## config.mk

```make
export PLATFORM = sky130hd
export DESIGN_NAME = rv_slice_top
export DESIGN_NICKNAME = d
export VERILOG_FILES = /design/src/hw/core_pkg.sv /design/src/hw/stage_if.sv /design/src/hw/reg_file.sv /design/src/hw/insn_decode.sv /design/src/hw/alu_execute.sv /design/src/hw/result_stage.sv /design/src/hw/rv_slice_top.sv
export SDC_FILE = /design/constraint.sdc
export NUM_CORES = 2
export LEC_CHECK = 0
export ABC_AREA = 0
export BUFFER_PORTS_ARGS = -buffer_cell sky130_fd_sc_hd__buf_2
export CAP_MARGIN = 15
export CELL_PAD_IN_SITES_DETAIL_PLACEMENT = 1
export CELL_PAD_IN_SITES_GLOBAL_PLACEMENT = 2
export CORE_UTILIZATION = 40
export DETAILED_ROUTE_END_ITERATION = 8
export GPL_TIMING_DRIVEN = 0
export MAX_ROUTING_LAYER = met4
export PLACE_DENSITY_LB_ADDON = 0.2
export SLEW_MARGIN = 20
export SYNTH_ARGS = -nofsm -noshare
export SYNTH_HDL_FRONTEND = slang
export SYNTH_SLANG_ARGS = --single-unit
```

## constraint.sdc

```tcl
create_clock -name clk -period 5.4 [get_ports clk]
set_clock_uncertainty 0.15 [all_clocks]
set_input_delay 0.54 -clock clk [delete_from_list [all_inputs] [get_ports clk]]
set_output_delay 0.54 -clock clk [all_outputs]
set_load 0.05 [all_outputs]
```

## src/hw/core_pkg.sv

```systemverilog
/* Core package for the RV32I datapath slice.
   Widths, opcode and ALU encodings, control bundle and immediate extractors. */
package core_pkg;

    localparam int XLEN       = 32;
    localparam int REG_ADDR_W = 5;
    localparam int NUM_REGS   = 1 << REG_ADDR_W;

    // ****************************************
    // Encodings
    // ****************************************
    typedef enum logic [6:0] {
        LUI    = 7'b0110111,
        AUIPC  = 7'b0010111,
        OPIMM  = 7'b0010011,
        OP     = 7'b0110011,
        LOAD   = 7'b0000011,
        STORE  = 7'b0100011,
        JAL    = 7'b1101111,
        JALR   = 7'b1100111,
        BRANCH = 7'b1100011
    } opcode_e;

    // Code is {funct7[5], funct3}.
    typedef enum logic [3:0] {
        ADD  = 4'b0000,
        SLL  = 4'b0001,
        SLT  = 4'b0010,
        SLTU = 4'b0011,
        XOR  = 4'b0100,
        SRL  = 4'b0101,
        OR   = 4'b0110,
        AND  = 4'b0111,
        SUB  = 4'b1000,
        SRA  = 4'b1101
    } alu_op_e;

    typedef enum logic [2:0] {
        NONE, JUMP, BEQ, BNE, BLT, BGE, BLTU, BGEU
    } branch_e;

    typedef struct packed {
        logic [XLEN-1:0]       imm;
        alu_op_e               alu_op;
        logic [2:0]            funct3;   // Memory size and sign.
        branch_e               branch;
        logic                  mem_we;
        logic                  mem_re;
        logic                  reg_we;
        logic                  src1_pc;  // Operand a is pc.
        logic                  src2_imm; // Operand b is imm.
        logic                  link;     // Result is pc + 4.
        logic [REG_ADDR_W-1:0] rd;
    } ctrl_t;

    // ****************************************
    // Immediate extractors
    // ****************************************
    function automatic logic [XLEN-1:0] imm_i(input logic [31:0] insn);
        return {{20{insn[31]}}, insn[31:20]};
    endfunction

    function automatic logic [XLEN-1:0] imm_s(input logic [31:0] insn);
        return {{20{insn[31]}}, insn[31:25], insn[11:7]};
    endfunction

    function automatic logic [XLEN-1:0] imm_b(input logic [31:0] insn);
        return {{19{insn[31]}}, insn[31], insn[7], insn[30:25], insn[11:8], 1'b0};
    endfunction

    function automatic logic [XLEN-1:0] imm_u(input logic [31:0] insn);
        return {insn[31:12], 12'b0};
    endfunction

    function automatic logic [XLEN-1:0] imm_j(input logic [31:0] insn);
        return {{11{insn[31]}}, insn[31], insn[19:12], insn[20], insn[30:21], 1'b0};
    endfunction

endpackage

```

## src/hw/stage_if.sv

```systemverilog
/* Stage register buses of the slice.
   Decode to execute and execute to result, each with a forwarding return. */
interface dec_if;
    import core_pkg::*;

    logic                  valid;
    ctrl_t                 ctrl;
    logic [XLEN-1:0]       pc;
    logic [XLEN-1:0]       op1;
    logic [XLEN-1:0]       op2;
    logic                  fwd_valid; // Execute result back to decode.
    logic [REG_ADDR_W-1:0] fwd_rd;
    logic [XLEN-1:0]       fwd_data;

    modport source (output valid, ctrl, pc, op1, op2,
                    input fwd_valid, fwd_rd, fwd_data);
    modport sink (input valid, ctrl, pc, op1, op2,
                  output fwd_valid, fwd_rd, fwd_data);
endinterface

interface exe_if;
    import core_pkg::*;

    logic                  valid;
    ctrl_t                 ctrl;
    logic [XLEN-1:0]       result;
    logic [XLEN-1:0]       store_data;
    logic                  fwd_valid; // Writeback back to decode.
    logic [REG_ADDR_W-1:0] fwd_rd;
    logic [XLEN-1:0]       fwd_data;

    modport source (output valid, ctrl, result, store_data);
    modport sink (input valid, ctrl, result, store_data,
                  output fwd_valid, fwd_rd, fwd_data);
    modport fwd (input fwd_valid, fwd_rd, fwd_data);
endinterface

```

## src/hw/reg_file.sv

```systemverilog
/* Integer register file, 32 x 32, two read ports, x0 tied to zero. */
module reg_file (
    input  logic                            clk,
    input  logic                            rst,
    input  logic [core_pkg::REG_ADDR_W-1:0] rs1_addr,
    input  logic [core_pkg::REG_ADDR_W-1:0] rs2_addr,
    output logic [core_pkg::XLEN-1:0]       rs1_data,
    output logic [core_pkg::XLEN-1:0]       rs2_data,
    input  logic                            we,
    input  logic [core_pkg::REG_ADDR_W-1:0] waddr,
    input  logic [core_pkg::XLEN-1:0]       wdata
);
    import core_pkg::*;

    logic [XLEN-1:0] regs [NUM_REGS];

    always_ff @(posedge clk) begin
        if (rst)
            regs <= '{default: '0};
        else if (we && waddr != '0)
            regs[waddr] <= wdata;
    end

    assign rs1_data = (rs1_addr == '0) ? '0 : regs[rs1_addr];
    assign rs2_data = (rs2_addr == '0) ? '0 : regs[rs2_addr];

endmodule

```

## src/hw/insn_decode.sv

```systemverilog
/* Instruction decode stage.
   Builds the control bundle, resolves operands with forwarding, registers them. */
module insn_decode (
    input  logic                           clk,
    input  logic                           rst,
    input  logic                           instr_valid,
    input  logic [31:0]                    instr,
    input  logic [core_pkg::XLEN-1:0]      pc,
    output logic [core_pkg::REG_ADDR_W-1:0] rs1_addr,
    output logic [core_pkg::REG_ADDR_W-1:0] rs2_addr,
    input  logic [core_pkg::XLEN-1:0]      rs1_data,
    input  logic [core_pkg::XLEN-1:0]      rs2_data,
    dec_if.source                          dec,
    exe_if.fwd                             wb
);
    import core_pkg::*;

    opcode_e         opcode;
    logic [2:0]      funct3;
    ctrl_t           ctrl;
    logic [XLEN-1:0] src1;
    logic [XLEN-1:0] src2;

    assign opcode   = opcode_e'(instr[6:0]);
    assign funct3   = instr[14:12];
    assign rs1_addr = instr[19:15];
    assign rs2_addr = instr[24:20];

    // Execute first, then writeback, then the register file.
    function automatic logic [XLEN-1:0] resolve(input logic [REG_ADDR_W-1:0] addr,
                                                input logic [XLEN-1:0] rf_val);
        if (dec.fwd_valid && dec.fwd_rd == addr)
            return dec.fwd_data;
        else if (wb.fwd_valid && wb.fwd_rd == addr)
            return wb.fwd_data;
        return rf_val;
    endfunction

    always_comb begin
        ctrl        = '0;
        ctrl.alu_op = ADD;
        ctrl.branch = NONE;
        ctrl.funct3 = funct3;
        ctrl.rd     = instr[11:7];
        case (opcode)
            LUI:    {ctrl.imm, ctrl.src2_imm, ctrl.reg_we} = {imm_u(instr), 2'b11};
            AUIPC:  {ctrl.imm, ctrl.src1_pc, ctrl.src2_imm, ctrl.reg_we} = {imm_u(instr), 3'b111};
            OPIMM: begin
                {ctrl.imm, ctrl.src2_imm, ctrl.reg_we} = {imm_i(instr), 2'b11};
                if (funct3 == 3'b101)
                    ctrl.alu_op = alu_op_e'({instr[30], funct3}); // Shifts only.
                else
                    ctrl.alu_op = alu_op_e'({1'b0, funct3});
            end
            OP: begin
                ctrl.alu_op = alu_op_e'({instr[30], funct3});
                ctrl.reg_we = 1'b1;
            end
            LOAD:   {ctrl.imm, ctrl.src2_imm, ctrl.mem_re, ctrl.reg_we} = {imm_i(instr), 3'b111};
            STORE:  {ctrl.imm, ctrl.src2_imm, ctrl.mem_we} = {imm_s(instr), 2'b11};
            JAL: begin
                {ctrl.imm, ctrl.src1_pc, ctrl.src2_imm} = {imm_j(instr), 2'b11};
                {ctrl.link, ctrl.reg_we, ctrl.branch} = {2'b11, JUMP};
            end
            JALR: begin
                {ctrl.imm, ctrl.src2_imm} = {imm_i(instr), 1'b1};
                {ctrl.link, ctrl.reg_we, ctrl.branch} = {2'b11, JUMP};
            end
            BRANCH: begin
                ctrl.imm    = imm_b(instr);
                ctrl.alu_op = SUB;
                case (funct3)
                    3'b000:  ctrl.branch = BEQ;
                    3'b001:  ctrl.branch = BNE;
                    3'b100:  ctrl.branch = BLT;
                    3'b101:  ctrl.branch = BGE;
                    3'b110:  ctrl.branch = BLTU;
                    3'b111:  ctrl.branch = BGEU;
                    default: ctrl.branch = NONE;
                endcase
            end
            default: ; // Plain add, no write.
        endcase
        ctrl.reg_we = ctrl.reg_we & (ctrl.rd != '0); // x0 is never written.
    end

    always_comb begin
        src1 = (opcode == LUI) ? '0 : resolve(rs1_addr, rs1_data);
        src2 = resolve(rs2_addr, rs2_data);
    end

    always_ff @(posedge clk) begin
        if (rst)
            dec.valid <= 1'b0;
        else
            dec.valid <= instr_valid;
    end

    always_ff @(posedge clk) begin
        if (instr_valid) begin
            dec.ctrl <= ctrl;
            dec.pc   <= pc;
            dec.op1  <= src1;
            dec.op2  <= src2;
        end
    end

endmodule

```

## src/hw/alu_execute.sv

```systemverilog
/* Execute stage with ALU, branch compare and target adder. */
module alu_execute (
    input  logic                      clk,
    input  logic                      rst,
    dec_if.sink                       dec,
    exe_if.source                     exe,
    output logic                      redirect_valid,
    output logic [core_pkg::XLEN-1:0] redirect_pc
);
    import core_pkg::*;

    logic [XLEN-1:0] a;
    logic [XLEN-1:0] b;
    logic [XLEN-1:0] alu;
    logic [XLEN-1:0] result;
    logic [XLEN-1:0] target;
    logic            eq;
    logic            lt;
    logic            ltu;
    logic            taken;

    assign a = dec.ctrl.src1_pc  ? dec.pc       : dec.op1;
    assign b = dec.ctrl.src2_imm ? dec.ctrl.imm : dec.op2;

    always_comb begin
        case (dec.ctrl.alu_op)
            SUB:     alu = a - b;
            SLL:     alu = a << b[4:0];
            SLT:     alu = {{(XLEN-1){1'b0}}, $signed(a) < $signed(b)};
            SLTU:    alu = {{(XLEN-1){1'b0}}, a < b};
            XOR:     alu = a ^ b;
            SRL:     alu = a >> b[4:0];
            SRA:     alu = $signed(a) >>> b[4:0];
            OR:      alu = a | b;
            AND:     alu = a & b;
            default: alu = a + b;
        endcase
    end

    // ****************************************
    // Branch resolution
    // ****************************************
    assign eq  = dec.op1 == dec.op2;
    assign lt  = $signed(dec.op1) < $signed(dec.op2);
    assign ltu = dec.op1 < dec.op2;

    always_comb begin
        case (dec.ctrl.branch)
            JUMP:    taken = 1'b1;
            BEQ:     taken = eq;
            BNE:     taken = !eq;
            BLT:     taken = lt;
            BGE:     taken = !lt;
            BLTU:    taken = ltu;
            BGEU:    taken = !ltu;
            default: taken = 1'b0;
        endcase
    end

    // JALR is the only jump with rs1 as base.
    assign target = (dec.ctrl.branch == JUMP && !dec.ctrl.src1_pc) ?
                    ((dec.op1 + dec.ctrl.imm) & ~32'd1) : (dec.pc + dec.ctrl.imm);
    assign result = dec.ctrl.link ? dec.pc + 32'd4 : alu;

    assign dec.fwd_valid = dec.valid & dec.ctrl.reg_we & ~dec.ctrl.mem_re; // Loads not ready.
    assign dec.fwd_rd    = dec.ctrl.rd;
    assign dec.fwd_data  = result;

    always_ff @(posedge clk) begin
        if (rst) begin
            exe.valid      <= 1'b0;
            redirect_valid <= 1'b0;
        end else begin
            exe.valid      <= dec.valid;
            redirect_valid <= dec.valid & taken;
        end
    end

    always_ff @(posedge clk) begin
        exe.ctrl       <= dec.ctrl;
        exe.result     <= result;
        exe.store_data <= dec.op2;
        redirect_pc    <= target;
    end

endmodule

```

## src/hw/result_stage.sv

```systemverilog
/* Result stage: memory request, load shaping, register writeback and report. */
module result_stage (
    input  logic                            clk,
    input  logic                            rst,
    exe_if.sink                             exe,
    output logic                            mem_re,
    output logic                            mem_we,
    output logic [core_pkg::XLEN-1:0]       mem_addr,
    output logic [core_pkg::XLEN-1:0]       mem_wdata,
    output logic [1:0]                      mem_size,
    input  logic [core_pkg::XLEN-1:0]       mem_rdata,
    output logic                            rf_we,
    output logic [core_pkg::REG_ADDR_W-1:0] rf_waddr,
    output logic [core_pkg::XLEN-1:0]       rf_wdata,
    output logic                            wb_valid,
    output logic [core_pkg::REG_ADDR_W-1:0] wb_rd,
    output logic [core_pkg::XLEN-1:0]       wb_data
);
    import core_pkg::*;

    logic [7:0]      lane_b;
    logic [15:0]     lane_h;
    logic [XLEN-1:0] load_val;

    assign mem_re    = exe.valid & exe.ctrl.mem_re;
    assign mem_we    = exe.valid & exe.ctrl.mem_we;
    assign mem_addr  = exe.result;
    assign mem_wdata = exe.store_data;   // Lanes are the memory's job.
    assign mem_size  = exe.ctrl.funct3[1:0];

    assign lane_b = mem_rdata[{exe.result[1:0], 3'b000} +: 8];
    assign lane_h = exe.result[1] ? mem_rdata[31:16] : mem_rdata[15:0];

    always_comb begin
        case (exe.ctrl.funct3)
            3'b000:  load_val = {{24{lane_b[7]}}, lane_b};
            3'b001:  load_val = {{16{lane_h[15]}}, lane_h};
            3'b100:  load_val = {24'b0, lane_b};
            3'b101:  load_val = {16'b0, lane_h};
            default: load_val = mem_rdata;
        endcase
    end

    assign rf_we    = exe.valid & exe.ctrl.reg_we;
    assign rf_waddr = exe.ctrl.rd;
    assign rf_wdata = exe.ctrl.mem_re ? load_val : exe.result;

    assign exe.fwd_valid = rf_we;
    assign exe.fwd_rd    = rf_waddr;
    assign exe.fwd_data  = rf_wdata;

    always_ff @(posedge clk) begin
        if (rst)
            wb_valid <= 1'b0;
        else
            wb_valid <= rf_we;
    end

    always_ff @(posedge clk) begin
        wb_rd   <= rf_waddr;
        wb_data <= rf_wdata;
    end

endmodule

```

## src/hw/rv_slice_top.sv

```systemverilog
/* RV32I datapath slice top.
   Decode, execute and result stages around the register file. */
module rv_slice_top (
    input  logic                            clk,
    input  logic                            rst,
    input  logic                            instr_valid,
    input  logic [31:0]                     instr,
    input  logic [core_pkg::XLEN-1:0]       pc,
    input  logic [core_pkg::XLEN-1:0]       mem_rdata,
    output logic                            mem_re,
    output logic                            mem_we,
    output logic [core_pkg::XLEN-1:0]       mem_addr,
    output logic [core_pkg::XLEN-1:0]       mem_wdata,
    output logic [1:0]                      mem_size,
    output logic                            redirect_valid,
    output logic [core_pkg::XLEN-1:0]       redirect_pc,
    output logic                            wb_valid,
    output logic [core_pkg::REG_ADDR_W-1:0] wb_rd,
    output logic [core_pkg::XLEN-1:0]       wb_data
);
    import core_pkg::*;

    logic [REG_ADDR_W-1:0] rs1_addr;
    logic [REG_ADDR_W-1:0] rs2_addr;
    logic [XLEN-1:0]       rs1_data;
    logic [XLEN-1:0]       rs2_data;
    logic                  rf_we;
    logic [REG_ADDR_W-1:0] rf_waddr;
    logic [XLEN-1:0]       rf_wdata;

    dec_if dec_bus ();
    exe_if exe_bus ();

    insn_decode u_decode (
        .clk, .rst, .instr_valid, .instr, .pc,
        .rs1_addr, .rs2_addr, .rs1_data, .rs2_data,
        .dec (dec_bus),
        .wb  (exe_bus)
    );

    alu_execute u_execute (
        .clk, .rst,
        .dec (dec_bus),
        .exe (exe_bus),
        .redirect_valid, .redirect_pc
    );

    result_stage u_result (
        .clk, .rst,
        .exe (exe_bus),
        .mem_re, .mem_we, .mem_addr, .mem_wdata, .mem_size, .mem_rdata,
        .rf_we, .rf_waddr, .rf_wdata,
        .wb_valid, .wb_rd, .wb_data
    );

    reg_file u_regs (
        .clk, .rst, .rs1_addr, .rs2_addr, .rs1_data, .rs2_data,
        .we    (rf_we),
        .waddr (rf_waddr),
        .wdata (rf_wdata)
    );

endmodule

```

* After elaboration in Yosys (flattened, before gate mapping)
Index checks and enable logic that the tools add are counted.
** Storage, ports and cells
- Bits in registers :: 1321
- Input bits :: 99
- Output and inout bits :: 139
- Logic and storage cells :: 194
** Cells by class
- $add $sub $neg :: 5
- Order comparisons :: 8
- Eq/ne operators :: 38
- Shifts and indexed selects :: 4
- Multiplexer cells :: 41
- Bitwise logic cells :: 14
- Reductions and logical operators :: 23
** Operators by type and width (number)
- $bwmux W1024 :: 1
- $mux W32 :: 18
- $bmux W32 S5 :: 2
- $pmux W32 S9 :: 1
- $demux W32 S5 :: 1
- $pmux W32 S5 :: 1
- $lt A32 B32 Y1 :: 4
- $pmux W32 S4 :: 1
- $add A32 B32 Y32 :: 3
- $add A32 B3 Y32 const B :: 1
- $and A32 B32 Y32 :: 1
- $eq A32 B32 Y1 :: 1
- $or A32 B32 Y32 :: 1
- $shiftx A32 B6 Y8 :: 1
- $shl A32 B5 Y32 :: 1
- $shr A32 B5 Y32 :: 1
- $sshr A32 B5 Y32 :: 1
- $sub A32 B32 Y32 :: 1
- $xor A32 B32 Y32 :: 1
- $eq A3 B3 Y1 const B :: 10
- $eq A7 B6 Y1 const B :: 3
- $eq A7 B7 Y1 const B :: 3
- $eq A5 B5 Y1 :: 4
- $ge A6 B6 Y1 const B :: 3
- other kinds (27) :: 68

* Longest topological paths before layout
- Word-level depth :: 6
- Gate-level depth with buffers :: 18
- Mapped depth without buffers :: 15

* By module
Synthesis repeated with hierarchy kept, for this count alone.
** Second synthesis, totals
- Cells, all modules :: 9014
- Area, all modules :: 78725.5 sq um
** By module, submodules not included
- reg_file :: times used 1, cells each 5861, area an instance 52007.4 sq um, sequential area each 20499.7 sq um
- alu_execute :: times used 1, cells each 2219, area an instance 16973.8 sq um, sequential area each 3022.9 sq um
- insn_decode :: times used 1, cells each 616, area an instance 7220.7 sq um, sequential area each 4494.3 sq um
- result_stage :: times used 1, cells each 318, area an instance 2523.7 sq um, sequential area each 760.7 sq um

* Worst setup path before layout
Ideal clock, no wire load.
- Kind :: register -> register
- From :: register, netlist name u_decode.dec.ctrl[6]
- To :: register u_decode.dec.op2[29] (data pin)
- Library setup time :: 261 ps
- Arrival :: 4451 ps
- Required time :: 4989 ps
- Path slack :: 539 ps
- Stages on the path, launching flop included :: 19
- Path buffers :: 6
- Clock period less this slack :: 4861 ps
- Path through :: edfxtp_1 -> buf_6 -> clkbuf_1 -> mux2i_1 -> clkbuf_1 -> clkbuf_1 -> clkbuf_1 -> ha_1 -> clkbuf_1 -> o21ai_0 -> nand2b_1 -> nand4_1 -> a2111oi_2 -> a211oi_2 -> or3_1 -> a211o_1 -> a311o_1 -> and2_4 -> a221o_1
** Between the ends
- Longest elaborated chain between the ends :: 6
- Elaborated cells on any way between the ends :: 13
- Those cells by class :: add/sub (2); shift (3); mux (5); bitwise (3)
** RTL lines
- $mux W32 (*) :: RTL line alu_execute.sv:23 : assign b = dec.ctrl.src2_imm ? dec.ctrl.imm : dec.op2;
- $add A32 B32 Y32 (tied with other cells) :: RTL line alu_execute.sv:36 : default: alu = a + b;
- $pmux W32 S9 (*) :: RTL line alu_execute.sv:26 : case (dec.ctrl.alu_op)
- $mux W32 (*) :: RTL line alu_execute.sv:63 : assign result = dec.ctrl.link ? dec.pc + 32'd4 : alu;
- net dec_bus.fwd_data[29] :: RTL line stage_if.sv:13 : logic [XLEN-1:0] fwd_data;
- $mux W32 (*) :: RTL line insn_decode.sv:32 : if (dec.fwd_valid && dec.fwd_rd == addr)
- $mux W32 (*) :: RTL line insn_decode.sv:36 : return rf_val;
- net u_decode.src2[29] :: RTL line insn_decode.sv:22 : logic [XLEN-1:0] src2;
- end signal, assigned :: RTL line insn_decode.sv:104 : dec.op2 <= src2;
- end, declared :: RTL line stage_if.sv:15 : modport source (output valid, ctrl, pc, op1, op2,
Mark *: on every way through the listed nets, which the timed path passes. The rest lies on a longest branch.
A chain may end at the register's enable or synchronous reset.

* Worst setup path in the final report
- From :: input port instr[20]
- To :: register u_decode.dec.op2[17] (data pin)
** Between the ends
- Longest elaborated chain between the ends :: 6
- Elaborated cells on any way between the ends :: 14
- Those cells by class :: eq/ne (2); mux (8); bitwise (1); reduce/logical (3)
** RTL lines
- start, declared :: RTL line rv_slice_top.sv:7 : input logic [31:0] instr,
- $not A5 Y6 (not written as such) :: RTL line reg_file.sv:25 : assign rs2_data = (rs2_addr == '0) ? '0 : regs[rs2_addr];
- $bmux W32 S5 :: RTL line reg_file.sv:25
- $mux W32 (not written as such) (2 in a row) :: RTL line reg_file.sv:25
- $mux W32 :: RTL line reg_file.sv:25
- $mux W32 (*) :: RTL line insn_decode.sv:36
- net u_decode.src2[17] :: RTL line insn_decode.sv:22
Mark *: on every way through the listed nets, which the timed path passes. The rest lies on a longest branch. The select of a mux whose other input is x is not followed.

==> impl_metrics.json <==
{
  "status": "finished with violations",
  "violations": "negative setup slack",
  "num_rows": 159,
  "dp_hpwl_mm": 387,
  "grt_usage_pct": 52.3,
  "required_ns": 5.85,
  "power_frac_comb_pct": 24.0,
  "worst_path_most_repeated_cell": "buf_2",
  "die-area_sq_um": 191000,
  "synth_top_area_share_pct": 31.1,
  "vias": 79300,
  "numCtsBuffers": 158,
  "peakVddDrop_mv": 0.377,
  "grt_pass1_wl_mm": 659,
  "worstHoldPathType": "in -> reg",
  "post-route-min-period_ns": 5.62,
  "numPortBuffers": 228,
  "fin_util_pct": 47.5,
  "final_nets": 9283,
  "detail-route-antenna-nets": 0,
  "worst-setup-path-type": "in -> reg",
  "period_share_pct": 104,
  "stdcell_area_sq_um": 89100,
  "antenna_found_initial": 46,
  "p_sw_share_pct": 36.1,
  "maxSlewHeadroom_pct": 7.35,
  "insertion_delay_ns": 0.87,
  "io_pins": 238,
  "netlist_top_cells_area": "dfxtp_1 (31%), mux4_2 (17%), nand2_1 (11%), a21oi_1 (8.4%), edfxtp_1 (5.9%)",
  "synth_cells": 8442,
  "fmax_mhz": 178,
  "p_switching_mw": 10.4,
  "syn_area_per_cell_sq_um": 8.95,
  "layout-drive-gt1-share_pct": 17.7,
  "grt_use_met2_pct": 73.5,
  "grt_max_degree": 78,
  "synth.yosys.seq_area_share_pct": 37.0,
  "p_int_mw": 18.4,
  "core_sq_um": 188000,
  "dr.pass1.iters": 8,
  "synth-main-ff-cell": "dfxtp_1",
  "use_met3_pct": 15.6,
  "synth_area_sq_um": 75500,
  "wire_per_inst_um": 42.6,
  "ys_types": 101,
  "dieWidth_um": 437,
  "drt_wl_total_mm": 496,
  "async_reset_ff_share_pct": 0,
  "end_kind": "flip-flop",
  "place_congestion": 1.15,
  "synth_common_cells": "nand2_1 (2195), a21oi_1 (1269), dfxtp_1 (1172), clkbuf_1 (615), mux4_2 (574)",
  "synth_edf_count": 149,
  "dr.first_iter.drc_count": 11600,
  "pwr-share-clk_pct": 39.5,
  "regToRegSetupSlack_ns": -0.14,
  "n_fill_cell": 21600,
  "slowest_delay_ns": 0.76,
  "first_global_vias": 77100,
  "dpl_cell_area_sq_um": 82300,
  "max_cap_viol_count": 0,
  "arrival_ns": 6.06,
  "pre_cts_slack_ns": -2.67,
  "crit_path_max_fanout": 10,
  "synth.yosys.warnings": 0,
  "p_leak_nw": 31.6,
  "grt_overflow": 0,
  "slowest_stage": "buf_2",
  "dp.cells": 11300,
  "tightest_slew_ns": 1.39,
  "hold_viol_final": 0,
  "synth_fp_nets": 8739,
  "yosysTopAreaCell": "dfxtp_1",
  "vias_per_cell": 6.81,
  "start_kind": "primary input",
  "cts.sinks": 1321,
  "power.density_nw_per_um2": 324,
  "drc": 0,
  "setup_violations": 14,
  "area_growth_pct": 18.0,
  "cts_tree": "yes",
  "final_cells": 11600,
  "drv_slew": 0,
  "die_h_um": 437,
  "sequentialPowerShare_pct": 36.5,
  "cts_max_path_buffers": 3,
  "crit_chain": "clkbuf_1, buf_2, clkbuf_4, buf_2, buf_2, mux2i_1, o221ai_1, a221oi_1, nor3_1, a21oi_1, o21ai_0",
  "start_util_pct": 40.3,
  "grt_busiest_layer": "met2",
  "synth.most_common_cell": "nand2_1",
  "use_met1_pct": 57.9,
  "cts-root-buf": "clkbuf_16",
  "htreeDepth": 4,
  "tns_ns": -0.994,
  "clk_pin_slew_ns": 0.07,
  "synth-seq-cells": 1321,
  "fin_ws_ns": -0.216
}
==> cell usage in the layout (no fill, tap or decap), types with 49 or more instances in the layout <==
cell	Yosys	layout
mux4_2	574	574
a21oi_1	1269	1236
edfxtp_1	149	149
o22ai_1	52	52
mux2_2	59	59
nand2_1	2195	2194
o21ai_0	155	146
inv_1	164	162
nor2_1	345	342
a221oi_1	54	50
xor2_1	52	52
ha_1	194	187
clkbuf_2	0	90
dfxtp_1	1172	1172
mux2i_1	278	242
clkbuf_1	615	536
clkbuf_16	0	159
a21o_1	66	64
a211oi_1	60	57
xnor2_1	63	63
nor3_1	54	51
dlygate4sd3_1	0	49
nor2b_1	65	65
o21a_1	57	51
buf_2	41	315
nand3_1	66	65
==> critical path, delay by kind of cell <==
| kind | cells | cell delay, ns |
|---|---|---|
| buffers and inverters | 5 | 3.03 |
| AO/OA/AOI/OAI | 4 | 1.63 |
| multiplexers | 1 | 0.34 |
| AND/OR/NAND/NOR | 1 | 0.44 |
==> final timing paths <==
path | startpoint | endpoint | cells past startpoint
worst min register to register | u_decode.dec.ctrl[10] | u_execute.exe.ctrl[10] | 0
worst min-delay path | instr[31] | u_decode.dec.ctrl[52] | 3
worst max register to register | u_decode.dec.ctrl[6] | u_decode.dec.op2[1] | 13
worst max-delay path | instr[20] | u_decode.dec.op2[17] | 11
==> power by group through the flow <==
stage,clock network (mW),registers [mW],logic [mW]
2_1_floorplan,0,11.1,2.73
3_3_place_gp,0,10.7,6.05
3_5_place_dp,0,10.7,6.38
4_1_cts,11.3,10.5,6.53
5_1_grt,11.7,10.5,6.89
6_report,11.4,10.5,6.92
==> metrics by stage <==
step / total power, mW / hold slack (ns)
floorplan: 13.8 / 0.173
CTS: 28.4 / 0.00312
global route: 29.1 / 0.0290
finish: 28.9 / 0.0248
global placement: 16.8 / 0.175
detailed placement: 17.1 / 0.180
==> area by class of cell <==
class	instances	area [sq um]	area share, %
Antenna cell	37	92.6	0.104
Clock inverter	57	779	0.875
Clock buffer	230	4670	5.24
Inverter	170	657	0.737
Sequential cell	1321	27900	31.4
Multi-Input combinational cell	6206	44900	50.3
Tap cell	2495	3120	3.50
Buffer	735	3200	3.59
Timing Repair Buffer	394	3790	4.26
==> kinds of logic after synthesis <==
| logic type | count (synthesis) | synth area share [%] |
|---|---|---|
| AND/OR/NAND/NOR | 2934 | 15.8 |
| adder cells (fa/ha/maj) | 198 | 3.32 |
| AO/OA/AOI/OAI | 2044 | 16.0 |
| multiplexers | 915 | 21.8 |
| flip-flops | 1321 | 37.0 |
| XOR/XNOR | 115 | 1.33 |
| buffers and inverters | 915 | 4.73 |
==> sequential cells by signal (all words and copies together), names as in the netlist <==
name / count
u_regs.regs: 1024
u_decode.dec.ctrl: 53
u_decode.dec.op1: 32
u_decode.dec.op2: 32
u_decode.dec.pc: 32
u_execute.exe.result: 32
u_execute.exe.store_data: 32
u_execute.redirect_pc: 32
u_result.wb_data: 32
u_execute.exe.ctrl: 11
u_result.wb_rd: 5
u_decode.dec.valid: 1
u_execute.exe.valid: 1
u_execute.redirect_valid: 1
u_result.wb_valid: 1
==> timing repair <==
action / in CTS / in global routing
pin swaps: 8 / 7
hold buffers: 49 / 0
resized for setup: 119 / 51
setup endpoints to repair: 91 / 26
setup buffers: 13 / 2
hold endpoints to repair: 65 / 0
==> metal layers <==
metal  up-vias  part of all wire (%)
met4         0                    13
met2      5799                    42
met3      2192                    11
met5         -                     0
met1     40000                    35
li1      31300                     -
No activity file was read; power rests on OpenSTA's default activity.
